## src/verilog/expander_config.svh

```systemverilog
// ######################################
// SCL divider and PCAL6416A register pointers
// ######################################

`ifndef EXPANDER_CONFIG_SVH
`define EXPANDER_CONFIG_SVH

// clk cycles per quarter of an SCL period
`define EXP_I2C_DIV 4

// expander register pointers
`define EXP_REG_INPUT    8'h00
`define EXP_REG_OUTPUT   8'h02
`define EXP_REG_CONFIG   8'h06
`define EXP_REG_INT_MASK 8'h4A

`endif

```

## src/verilog/expander_pkg.sv

```systemverilog
// ######################################
// shared types for the PCAL6416A expander
// controller and its I2C engine
// ######################################

package expander_pkg;

    // one bit per expander pin, port 0 in the low byte
    typedef logic [15:0] port_word_t;
    typedef logic [7:0]  reg_byte_t;
    typedef logic [6:0]  dev_addr_t;
    typedef logic [1:0]  byte_count_t;

    // controller sequencing states
    typedef enum logic [3:0] {
        IDLE,
        INIT_CFG,
        INIT_CFG_WAIT,
        INIT_MASK,
        INIT_MASK_WAIT,
        UPDATE,
        WRITE,
        WRITE_WAIT,
        READ_PTR,
        READ_PTR_WAIT,
        READ_DATA,
        READ_DATA_WAIT
    } ctrl_state_t;

endpackage

```

## src/verilog/i2c_xfer_if.sv

```systemverilog
// ######################################
// one I2C transaction descriptor with
// start and done strobes
// ######################################

interface i2c_xfer_if;
    import expander_pkg::*;

    logic        start;
    byte_count_t num_wr_bytes;
    reg_byte_t   wr_data0;
    reg_byte_t   wr_data1;
    reg_byte_t   wr_data2;
    byte_count_t num_rd_bytes;
    logic        done;
    reg_byte_t   rd_data0;
    reg_byte_t   rd_data1;

    modport controller (
        output start, num_wr_bytes, wr_data0, wr_data1, wr_data2, num_rd_bytes,
        input  done, rd_data0, rd_data1
    );

    modport engine (
        input  start, num_wr_bytes, wr_data0, wr_data1, wr_data2, num_rd_bytes,
        output done, rd_data0, rd_data1
    );

endinterface

```

## src/verilog/pcal6416a_ctrl.sv

```systemverilog
// ######################################
// PCAL6416A controller FSM
// sequences init, read and write register
// transactions over the I2C engine
// ######################################

`include "expander_config.svh"

module pcal6416a_ctrl (
    input  logic                   clk,
    input  logic                   reset,
    input  logic                   enable,
    input  expander_pkg::port_word_t out_data,
    input  expander_pkg::port_word_t input_mask,
    input  logic                   read,
    input  logic                   write,
    input  logic                   start,
    input  logic                   start_init,
    output expander_pkg::port_word_t in_data,
    output logic                   in_valid,
    output logic                   done,
    i2c_xfer_if.controller         xfer
);
    import expander_pkg::*;

    ctrl_state_t state;

    // requests still to be served by UPDATE
    logic pending_read;
    logic pending_write;

    // descriptor and payload, held until the engine reports done
    always_ff @(posedge clk) begin
        if (enable) begin
            case (state)
                INIT_CFG: begin
                    xfer.num_wr_bytes <= 2'd3;
                    xfer.num_rd_bytes <= 2'd0;
                    xfer.wr_data0     <= `EXP_REG_CONFIG;
                    xfer.wr_data1     <= input_mask[7:0];
                    xfer.wr_data2     <= input_mask[15:8];
                end
                INIT_MASK: begin
                    // pins used as inputs may interrupt, the rest are masked
                    xfer.num_wr_bytes <= 2'd3;
                    xfer.num_rd_bytes <= 2'd0;
                    xfer.wr_data0     <= `EXP_REG_INT_MASK;
                    xfer.wr_data1     <= ~input_mask[7:0];
                    xfer.wr_data2     <= ~input_mask[15:8];
                end
                WRITE: begin
                    xfer.num_wr_bytes <= 2'd3;
                    xfer.num_rd_bytes <= 2'd0;
                    xfer.wr_data0     <= `EXP_REG_OUTPUT;
                    xfer.wr_data1     <= out_data[7:0];
                    xfer.wr_data2     <= out_data[15:8];
                end
                READ_PTR: begin
                    xfer.num_wr_bytes <= 2'd1;
                    xfer.num_rd_bytes <= 2'd0;
                    xfer.wr_data0     <= `EXP_REG_INPUT;
                end
                READ_DATA: begin
                    // pointer already set, plain two byte read
                    xfer.num_wr_bytes <= 2'd0;
                    xfer.num_rd_bytes <= 2'd2;
                end
                READ_DATA_WAIT: begin
                    if (xfer.done) begin
                        in_data <= {xfer.rd_data1, xfer.rd_data0};
                    end
                end
                default: begin
                end
            endcase
        end
    end

    always_ff @(posedge clk) begin
        if (reset) begin
            state         <= IDLE;
            pending_read  <= 1'b0;
            pending_write <= 1'b0;
            done          <= 1'b0;
            in_valid      <= 1'b0;
            xfer.start    <= 1'b0;
        end else begin
            in_valid <= 1'b0;

            if (enable) begin
                xfer.start <= 1'b0;

                case (state)
                    IDLE: begin
                        done <= 1'b1;
                        if (start_init) begin
                            done  <= 1'b0;
                            state <= INIT_CFG;
                        end else if (start) begin
                            pending_read  <= read;
                            pending_write <= write;
                            done          <= 1'b0;
                            state         <= UPDATE;
                        end
                    end

                    INIT_CFG: begin
                        xfer.start <= 1'b1;
                        state      <= INIT_CFG_WAIT;
                    end
                    INIT_CFG_WAIT: begin
                        if (xfer.done) begin
                            state <= INIT_MASK;
                        end
                    end
                    INIT_MASK: begin
                        xfer.start <= 1'b1;
                        state      <= INIT_MASK_WAIT;
                    end
                    INIT_MASK_WAIT: begin
                        // bring inputs and outputs in line after init
                        if (xfer.done) begin
                            pending_read  <= 1'b1;
                            pending_write <= 1'b1;
                            state         <= UPDATE;
                        end
                    end

                    UPDATE: begin
                        if (pending_read) begin
                            state <= READ_PTR;
                        end else if (pending_write) begin
                            state <= WRITE;
                        end else begin
                            state <= IDLE;
                        end
                    end

                    WRITE: begin
                        xfer.start <= 1'b1;
                        state      <= WRITE_WAIT;
                    end
                    WRITE_WAIT: begin
                        if (xfer.done) begin
                            pending_write <= 1'b0;
                            state         <= UPDATE;
                        end
                    end

                    READ_PTR: begin
                        xfer.start <= 1'b1;
                        state      <= READ_PTR_WAIT;
                    end
                    READ_PTR_WAIT: begin
                        if (xfer.done) begin
                            state <= READ_DATA;
                        end
                    end
                    READ_DATA: begin
                        xfer.start <= 1'b1;
                        state      <= READ_DATA_WAIT;
                    end
                    READ_DATA_WAIT: begin
                        if (xfer.done) begin
                            pending_read <= 1'b0;
                            in_valid     <= 1'b1;
                            state        <= UPDATE;
                        end
                    end

                    default: begin
                        state <= IDLE;
                    end
                endcase
            end
        end
    end

endmodule

```

## src/verilog/i2c_basic.sv

```systemverilog
// ######################################
// bit-level I2C master, start, address,
// data bytes and stop on open-drain lines
// ######################################

`include "expander_config.svh"

module i2c_basic (
    input  logic                  clk,
    input  logic                  reset,
    input  expander_pkg::dev_addr_t addr,
    input  logic                  scl_in,
    input  logic                  sda_in,
    output logic                  scl_oe,
    output logic                  sda_oe,
    i2c_xfer_if.engine            xfer
);
    import expander_pkg::*;

    localparam int CNT_W = $clog2(`EXP_I2C_DIV + 1);

    typedef enum logic [2:0] {
        PH_IDLE,
        PH_START,
        PH_BIT,
        PH_ACK,
        PH_STOP
    } phase_t;

    phase_t      phase;
    logic [CNT_W-1:0] div_cnt;
    logic        tick;
    logic [1:0]  quarter;
    logic [2:0]  bit_cnt;
    // 0 is the address byte, then data bytes 1 to 3
    byte_count_t byte_idx;
    reg_byte_t   rx_shift;

    logic        rd_mode;
    logic        rx_byte;
    logic        last_byte;
    byte_count_t n_bytes;
    reg_byte_t   tx_byte;

    assign tick = (div_cnt == CNT_W'(`EXP_I2C_DIV - 1));

    // a transaction either writes or reads, never both
    assign rd_mode   = (xfer.num_rd_bytes != 2'd0);
    assign n_bytes   = rd_mode ? xfer.num_rd_bytes : xfer.num_wr_bytes;
    assign last_byte = (byte_idx == n_bytes);
    assign rx_byte   = rd_mode && (byte_idx != 2'd0);

    always_comb begin
        case (byte_idx)
            2'd0:    tx_byte = {addr, rd_mode};
            2'd1:    tx_byte = xfer.wr_data0;
            2'd2:    tx_byte = xfer.wr_data1;
            default: tx_byte = xfer.wr_data2;
        endcase
    end

    // line drive per phase and quarter, scl high in quarters 1 and 2
    always_comb begin
        scl_oe = 1'b0;
        sda_oe = 1'b0;
        case (phase)
            PH_START: begin
                scl_oe = (quarter == 2'd3);
                sda_oe = quarter[1];
            end
            PH_BIT: begin
                scl_oe = (quarter == 2'd0) || (quarter == 2'd3);
                sda_oe = !rx_byte && !tx_byte[bit_cnt];
            end
            PH_ACK: begin
                // master acks every read byte except the last one
                scl_oe = (quarter == 2'd0) || (quarter == 2'd3);
                sda_oe = rx_byte && !last_byte;
            end
            PH_STOP: begin
                scl_oe = (quarter == 2'd0);
                sda_oe = !quarter[1];
            end
            default: begin
            end
        endcase
    end

    // read data sampled mid SCL high
    always_ff @(posedge clk) begin
        if (phase == PH_BIT && tick && quarter == 2'd1 && rx_byte && scl_in) begin
            rx_shift <= {rx_shift[6:0], sda_in};
        end
        if (phase == PH_ACK && tick && quarter == 2'd3) begin
            if (rx_byte && byte_idx == 2'd1) begin
                xfer.rd_data0 <= rx_shift;
            end
            if (rx_byte && byte_idx == 2'd2) begin
                xfer.rd_data1 <= rx_shift;
            end
        end
    end

    always_ff @(posedge clk) begin
        if (reset) begin
            phase     <= PH_IDLE;
            div_cnt   <= '0;
            quarter   <= 2'd0;
            bit_cnt   <= 3'd7;
            byte_idx  <= 2'd0;
            xfer.done <= 1'b0;
        end else begin
            xfer.done <= 1'b0;

            if (phase == PH_IDLE) begin
                div_cnt <= '0;
                quarter <= 2'd0;
                if (xfer.start) begin
                    phase    <= PH_START;
                    bit_cnt  <= 3'd7;
                    byte_idx <= 2'd0;
                end
            end else begin
                div_cnt <= tick ? '0 : div_cnt + 1'b1;

                if (tick) begin
                    quarter <= quarter + 2'd1;

                    if (quarter == 2'd3) begin
                        case (phase)
                            PH_START: begin
                                phase <= PH_BIT;
                            end
                            PH_BIT: begin
                                // MSB first
                                if (bit_cnt == 3'd0) begin
                                    phase <= PH_ACK;
                                end else begin
                                    bit_cnt <= bit_cnt - 3'd1;
                                end
                            end
                            PH_ACK: begin
                                // target ack is not checked
                                bit_cnt <= 3'd7;
                                if (last_byte) begin
                                    phase <= PH_STOP;
                                end else begin
                                    byte_idx <= byte_idx + 2'd1;
                                    phase    <= PH_BIT;
                                end
                            end
                            PH_STOP: begin
                                phase     <= PH_IDLE;
                                xfer.done <= 1'b1;
                            end
                            default: begin
                                phase <= PH_IDLE;
                            end
                        endcase
                    end
                end
            end
        end
    end

endmodule

```

## src/verilog/expander_top.sv

```systemverilog
// ######################################
// PCAL6416A expander top, controller and
// I2C engine joined by a transaction bus
// ######################################

module expander_top (
    input  logic                   clk,
    input  logic                   reset,
    input  logic                   enable,
    input  logic                   start,
    input  logic                   start_init,
    input  logic                   read,
    input  logic                   write,
    input  expander_pkg::port_word_t out_data,
    input  expander_pkg::port_word_t input_mask,
    input  expander_pkg::dev_addr_t  addr,
    input  logic                   scl_in,
    input  logic                   sda_in,
    output expander_pkg::port_word_t in_data,
    output logic                   in_valid,
    output logic                   done,
    output logic                   scl_oe,
    output logic                   sda_oe
);

    i2c_xfer_if xfer ();

    pcal6416a_ctrl ctrl0 (
        .clk        (clk),
        .reset      (reset),
        .enable     (enable),
        .out_data   (out_data),
        .input_mask (input_mask),
        .read       (read),
        .write      (write),
        .start      (start),
        .start_init (start_init),
        .in_data    (in_data),
        .in_valid   (in_valid),
        .done       (done),
        .xfer       (xfer.controller)
    );

    // open-drain lines, oe high pulls low
    i2c_basic i2c0 (
        .clk    (clk),
        .reset  (reset),
        .addr   (addr),
        .scl_in (scl_in),
        .sda_in (sda_in),
        .scl_oe (scl_oe),
        .sda_oe (sda_oe),
        .xfer   (xfer.engine)
    );

endmodule

```

## config.mk

```make
export PLATFORM = sky130hd
export DESIGN_NAME = expander_top
export DESIGN_NICKNAME = d
export VERILOG_FILES = /design/src/verilog/expander_pkg.sv /design/src/verilog/i2c_xfer_if.sv /design/src/verilog/pcal6416a_ctrl.sv /design/src/verilog/i2c_basic.sv /design/src/verilog/expander_top.sv
export VERILOG_INCLUDE_DIRS = /design/src /design/src/verilog
export SDC_FILE = /design/constraint.sdc
export NUM_CORES = 1
export LEC_CHECK = 0
export ABC_AREA = 1
export BUFFER_PORTS_ARGS = -buffer_cell sky130_fd_sc_hd__buf_2
export CORE_MARGIN = 4
export CORE_UTILIZATION = 60
export DETAILED_ROUTE_END_ITERATION = 6
export PLACE_DENSITY = 0.91
export SYNTH_ARGS = -nofsm -noshare
export SYNTH_HDL_FRONTEND = slang
export SYNTH_SLANG_ARGS = --single-unit
```

## constraint.sdc

```tcl
create_clock -name clk -period 7.5 [get_ports clk]
set_input_delay 0.375 -clock clk [delete_from_list [all_inputs] [get_ports clk]]
set_output_delay 0.375 -clock clk [all_outputs]
set_load 0.05 [all_outputs]
```

Yosys cells after proc, flatten, opt, wreduce, memory -nomap -nowiden
Index checks and enable logic that the tools add are counted.
{"block": "word_totals", "regBits": 91, "in_bits": 48, "output_inout_bits": 20}
{"block": "classes", "mux": 51, "reduce_logical": 56, "eq_ne": 34, "add_sub_neg": 4, "order_cmp": 1, "bitwise_logic": 6}
{"cell": "$pmux W8 S3", "n": 3}
{"cell": "$pmux W4 S10", "n": 1}
{"cell": "$mux W3", "n": 12}
{"cell": "$pmux W8 S4", "n": 1}
{"cell": "$mux W4", "n": 6}
{"cell": "$eq A4 B3 Y1 const B", "n": 4}
{"cell": "$eq A4 B4 Y1 const B", "n": 4}
{"cell": "$not A8 Y8", "n": 2}
{"cell": "$reduce_and A5 Y1", "n": 3}
{"cell": "$reduce_bool A3 Y1", "n": 5}
{"cell": "$mux W2", "n": 7}
{"cell": "$reduce_and A2 Y1", "n": 7}
{"cell": "$mux W1", "n": 12}
{"cell": "$ne A2 B1 Y1 const B", "n": 6}
{"cell": "$reduce_and A6 Y1", "n": 2}
{"cell": "$reduce_bool A2 Y1", "n": 6}
{"cell": "$reduce_or A3 Y1", "n": 4}
{"cell": "$logic_and A1 B1 Y1", "n": 11}
{"cell": "$eq A3 B2 Y1 const B", "n": 3}
{"cell": "$ne A3 B3 Y1 const B", "n": 3}
{"cell": "$pmux W1 S3", "n": 3}
{"cell": "$pmux W3 S3", "n": 1}
{"cell": "$eq A4 B2 Y1 const B", "n": 2}
{"cell": "$ne A2 B2 Y1 const B", "n": 4}
{"cell": "other kinds (27)", "n": 40}

Depth between registers and ports, before layout
{"block": "logic_depth", "word_depth": 8, "ltp_mapped": 11, "ltp_nobuf": 11}

Hierarchy
A second synthesis with hierarchy kept.
{"block": "unflattened", "cells_unflattened": 465, "area_unflattened_um2": 4250.3}
{"mod": "pcal6416a_ctrl", "area_per_inst_um2": 2233.4, "instances": 1, "cells_each": 219}
{"mod": "i2c_basic", "area_per_inst_um2": 2016.9, "instances": 1, "cells_each": 246}

Worst setup path after synthesis
No wires, ideal clock.
{"block": "synth_path", "path_kind": "register -> output", "start": "register i2c0.quarter[0]", "end": "output port scl_oe", "slack_ns": 4.555, "arrival_ns": 2.570, "stages_incl_launch_ff": 4, "path_buffers": 0, "t_required_ns": 7.125, "path_cell_list": "dfxtp_1 -> inv_1 -> ha_1 -> o311ai_0"}
{"block": "synth_via", "elab_chain_len": 3, "elab_cells_between_ends": 4, "classes_between": "1 x eq/ne; 1 x mux; 2 x reduce/logical"}
{"item": "start, declared", "line": "i2c_basic.sv:33", "rtl": "logic [1:0] quarter;"}
{"item": "start signal, assigned", "line": "i2c_basic.sv:127", "rtl": "quarter <= quarter + 2'd1;"}
{"item": "$eq A2 B2 Y1 / $logic_not A2 Y1 (equally long branches)"}
{"item": "$logic_or A1 B1 Y1", "line": "i2c_basic.sv:72, i2c_basic.sv:77"}
{"item": "$pmux W1 S3 *", "line": "i2c_basic.sv:66", "rtl": "case (phase)"}
{"item": "end, declared", "line": "expander_top.sv:22", "rtl": "output logic scl_oe,"}
Every way passes the cells marked *; elsewhere a longest branch is shown, timed or not.

Final worst setup path
{"block": "layout_path", "start": "register ctrl0.state[1]", "end": "register ctrl0.xfer.wr_data2[5] (enable)"}
{"block": "layout_via", "elab_chain_len": 3, "elab_cells_between_ends": 5, "classes_between": "3 x eq/ne; 2 x reduce/logical"}
{"item": "start, declared", "line": "pcal6416a_ctrl.sv:26", "rtl": "ctrl_state_t state;"}
{"item": "start signal, assigned", "line": "pcal6416a_ctrl.sv:81", "rtl": "state <= IDLE;"}
{"item": "start signal, assigned", "line": "pcal6416a_ctrl.sv:98", "rtl": "state <= INIT_CFG;"}
{"item": "start signal, assigned", "line": "pcal6416a_ctrl.sv:103", "rtl": "state <= UPDATE;"}
{"item": "$eq A4 B1 Y1, or another cell as far along", "line": "pcal6416a_ctrl.sv:35", "rtl": "case (state)"}
{"item": "$reduce_bool A3 Y1 (no source line) *"}
{"item": "$reduce_and A2 Y1 (no source line) *"}
{"item": "end signal, assigned", "line": "pcal6416a_ctrl.sv:41", "rtl": "xfer.wr_data2 <= input_mask[15:8];"}
{"item": "end signal, assigned", "line": "pcal6416a_ctrl.sv:49", "rtl": "xfer.wr_data2 <= ~input_mask[15:8];"}
{"item": "end signal, assigned", "line": "pcal6416a_ctrl.sv:56", "rtl": "xfer.wr_data2 <= out_data[15:8];"}
{"item": "end, declared", "line": "i2c_xfer_if.sv:20", "rtl": "output start, num_wr_bytes, wr_data0, wr_data1, wr_data2, num_rd_bytes,"}
Marked as above.
A chain may end at the register's enable or synchronous reset.

==> results.py <==
metrics = {
    "layout": {
        "final_common_cell": "nand2_1",
        "areaGrowthSynthToFinish_pct": 14.00,
        "stdcell_count": 580,
        "fillers": 411,
        "drive_gt1_share_pct": 22.66,
        "final_cell_mix": "nand2_1 (89), nand3_1 (67), buf_2 (67), edfxtp_1 (62), nor2_1 (46)",
        "area.sequential_sq_um": 2322,
        "multi_input_area_sq_um": 1534,
        "nNetsFinal": 557,
        "diodes": 0,
    },
    "clock_tree": {
        "h-tree-depth": 3,
        "cts_buffer_depth": 2,
        "ctsHoldBuffers": 0,
        "cts_num_sinks": 85,
        "clkTransAtPathRegs_ps": 100,
        "cts_tree": "done",
        "postCtsResizedCells": 0,
        "cts_made_buffers": 9,
        "clkLatencyLatePin_ps": 360,
        "postCtsSetupBuffers": 0,
        "root_buffer": "clkbuf_8",
    },
    "timing": {
        "setup_tns_ps": 0,
        "slew_headroom_pct": 19.97,
        "tightest_slew_ps": 1194,
        "setup_viol": 0,
        "fin_worst_skew_ps": 10.13,
        "grt_setup_unrepaired": "false",
        "maxSlewViolCount": 0,
        "fin_crit_sh_pct": 33.86,
        "hold_viol_final": 0,
        "max_freq_mhz": 393.7,
        "fin_crit_ps": 2540,
    },
    "detailed_routing": {
        "vias_per_cell": 5.600,
        "vias": 3248,
        "dr.pass1.iters": 5,
        "drtAntennaViolNets": 0,
        "drt-total-wl_um": 8432,
        "wl_per_cell_um": 14.54,
        "first_iter_violations": 312,
        "drc_errors": 0,
    },
    "yosys": {
        "synth_nets": 491,
        "ys.flop_type": "edfxtp_1",
        "synth_simple_gate_area_share_pct": 26.77,
        "ys_warn_count": 0,
        "synth-edff-count": 62,
        "synth_seq_cells": 85,
        "synth_top_family_by_area": "simple AND/OR/NAND/NOR gates",
        "syn_area_per_cell_sq_um": 9.456,
        "synthAdderAreaFrac_pct": 3.369,
        "synth_compound_area_share_pct": 7.289,
        "synth.yosys.seq_area_share_pct": 56.85,
        "syn_area_sq_um": 4085,
        "synth-xor-area-share_pct": 0,
        "syn_inst": 432,
        "ys_types": 32,
        "synth_async_sr_flop_share_pct": 0,
        "synthMuxAreaShare_pct": 0,
    },
    "min_path": {
        "hold_class": "in -> reg",
    },
    "worst_setup_path": {
        "end_kind": "flop",
        "worstPathRequired_ps": 7480,
        "critPathKind": "reg -> reg",
        "crit_arrival_ps": 2520,
        "cp_max_fo": 19,
        "start_kind": "flop",
    },
    "placed_design": {
        "dp.cells": 564,
        "gp_congestion": 0.9195,
        "hpwl_um": 6342,
        "io_buffers": 67,
    },
    "pwr": {
        "p_per_area_nw_per_um2": 283.1,
        "power_leakage_nw": 2.028,
        "power_mw": 1.318,
        "ir_worst_vdd_mv": 0.1825,
    },
    "floorplan": {
        "die_y_um": 90.52,
        "dieArea_sq_um": 8193,
        "initial_core_util_pct": 62.90,
        "die_x_um": 90.52,
        "rows": 29,
        "core_sq_um": 6495,
        "pin_count": 68,
    },
    "run": {
        "drv_cap": 0,
    },
    "grt": {
        "grt_remaining_overflow": 0,
        "grt_max_degree": 35,
        "antenna_found_initial": 0,
        "track_usage_pct": 20.77,
        "grt_pass1_vias": 3005,
        "grt_first_pass_wirelength_um": 13630,
    },
    "outcome": {
        "status": "completed",
    },
}
-- cell usage after synthesis (4+ instances only) --
master / n / area (sq um)
nor2_1: 46 / 172.7
buf_2: 7 / 35.03
dfxtp_1: 23 / 460.4
nand4_1: 5 / 31.28
nand3_1: 67 / 335.3
ha_1: 11 / 137.6
inv_2: 6 / 22.52
nand2_2: 8 / 50.05
nor2_4: 4 / 45.04
inv_1: 39 / 146.4
nand2_1: 89 / 334.1
a21oi_1: 10 / 50.05
nor3_1: 6 / 30.03
o211ai_1: 17 / 127.6
edfxtp_1: 62 / 1862
o21ai_0: 9 / 45.04
-- area by class of cell --
type | count | area share (%)
well taps | 77 | 2.069
clock inverters | 7 | 1.639
inverters | 45 | 3.627
clock buffers | 9 | 2.660
flip-flops and latches | 85 | 49.87
repair buffers | 67 | 7.200
multi-input cells | 290 | 32.94
-- registers in the layout, indices dropped and copies added (netlist names), 2 cells and up --
signal                   count
i2c0.xfer.rd_data0           8
i2c0.phase                   3
ctrl0.xfer.wr_data2          8
ctrl0.xfer.num_wr_bytes      2
ctrl0.in_data               16
ctrl0.state                  4
i2c0.rx_shift                8
ctrl0.xfer.wr_data1          8
i2c0.xfer.rd_data1           8
i2c0.quarter                 2
i2c0.bit_cnt                 3
i2c0.byte_idx                2
i2c0.div_cnt                 3
ctrl0.xfer.wr_data0          3
-- where the power goes --
part / switching [mW] / internal [mW] / total [mW]
registers: 0.0397 / 0.558 / 0.598
clock network: 0.181 / 0.133 / 0.313
logic: 0.277 / 0.130 / 0.407
-- metrics by stage --
step           area (sq um)  hold WS, ps  setup slack [ps]  utilization (%)
2_1_floorplan          4085        399.0              4555                -
3_3_place_gp           4457        402.8              5074            68.62
3_5_place_dp           4457        404.5              4972            68.62
4_1_cts                4657        182.3              4954            71.70
5_1_grt                4657        179.2              4761            71.70
6_report               4657        197.4              4960            71.70
-- critical path, stage by stage, from the launching register on --
cell and delay [ps]:
dfxtp_1 440, inv_2 80, nor2_4 350, nand2_4 230, nand2_2 140, a21oi_2 50
nor2_1 870
-- path summary, 6_finish.rpt --
path,from,end,slack (ps),cells past startpoint
worst max register to register,ctrl0.state[1],ctrl0.xfer.wr_data2[5],4960,6
worst max-delay path,ctrl0.state[1],ctrl0.xfer.wr_data2[5],4960,6
worst min-delay path,sda_in,i2c0.rx_shift[0],200,1
worst min register to register,i2c0.xfer.rd_data0[5],ctrl0.in_data[5],430,0
-- layer usage --
metal | track usage, % | up-vias | share of wire (%)
li1 | - | 1606 | -
met3 | 3.750 | 15 | 5.8
met2 | 36.57 | 131 | 52
met4 | 7.653 | 0 | 1.6
met1 | 25.38 | 1496 | 40
met5 | 0 | - | 0
-- kinds of logic after synthesis --
family          count (synthesis)
simple gates                  235
flops                          85
buf+inv                        57
compound gates                 44
fa+ha+maj                      11
Note: power is estimated with default switching activity, not from simulation.
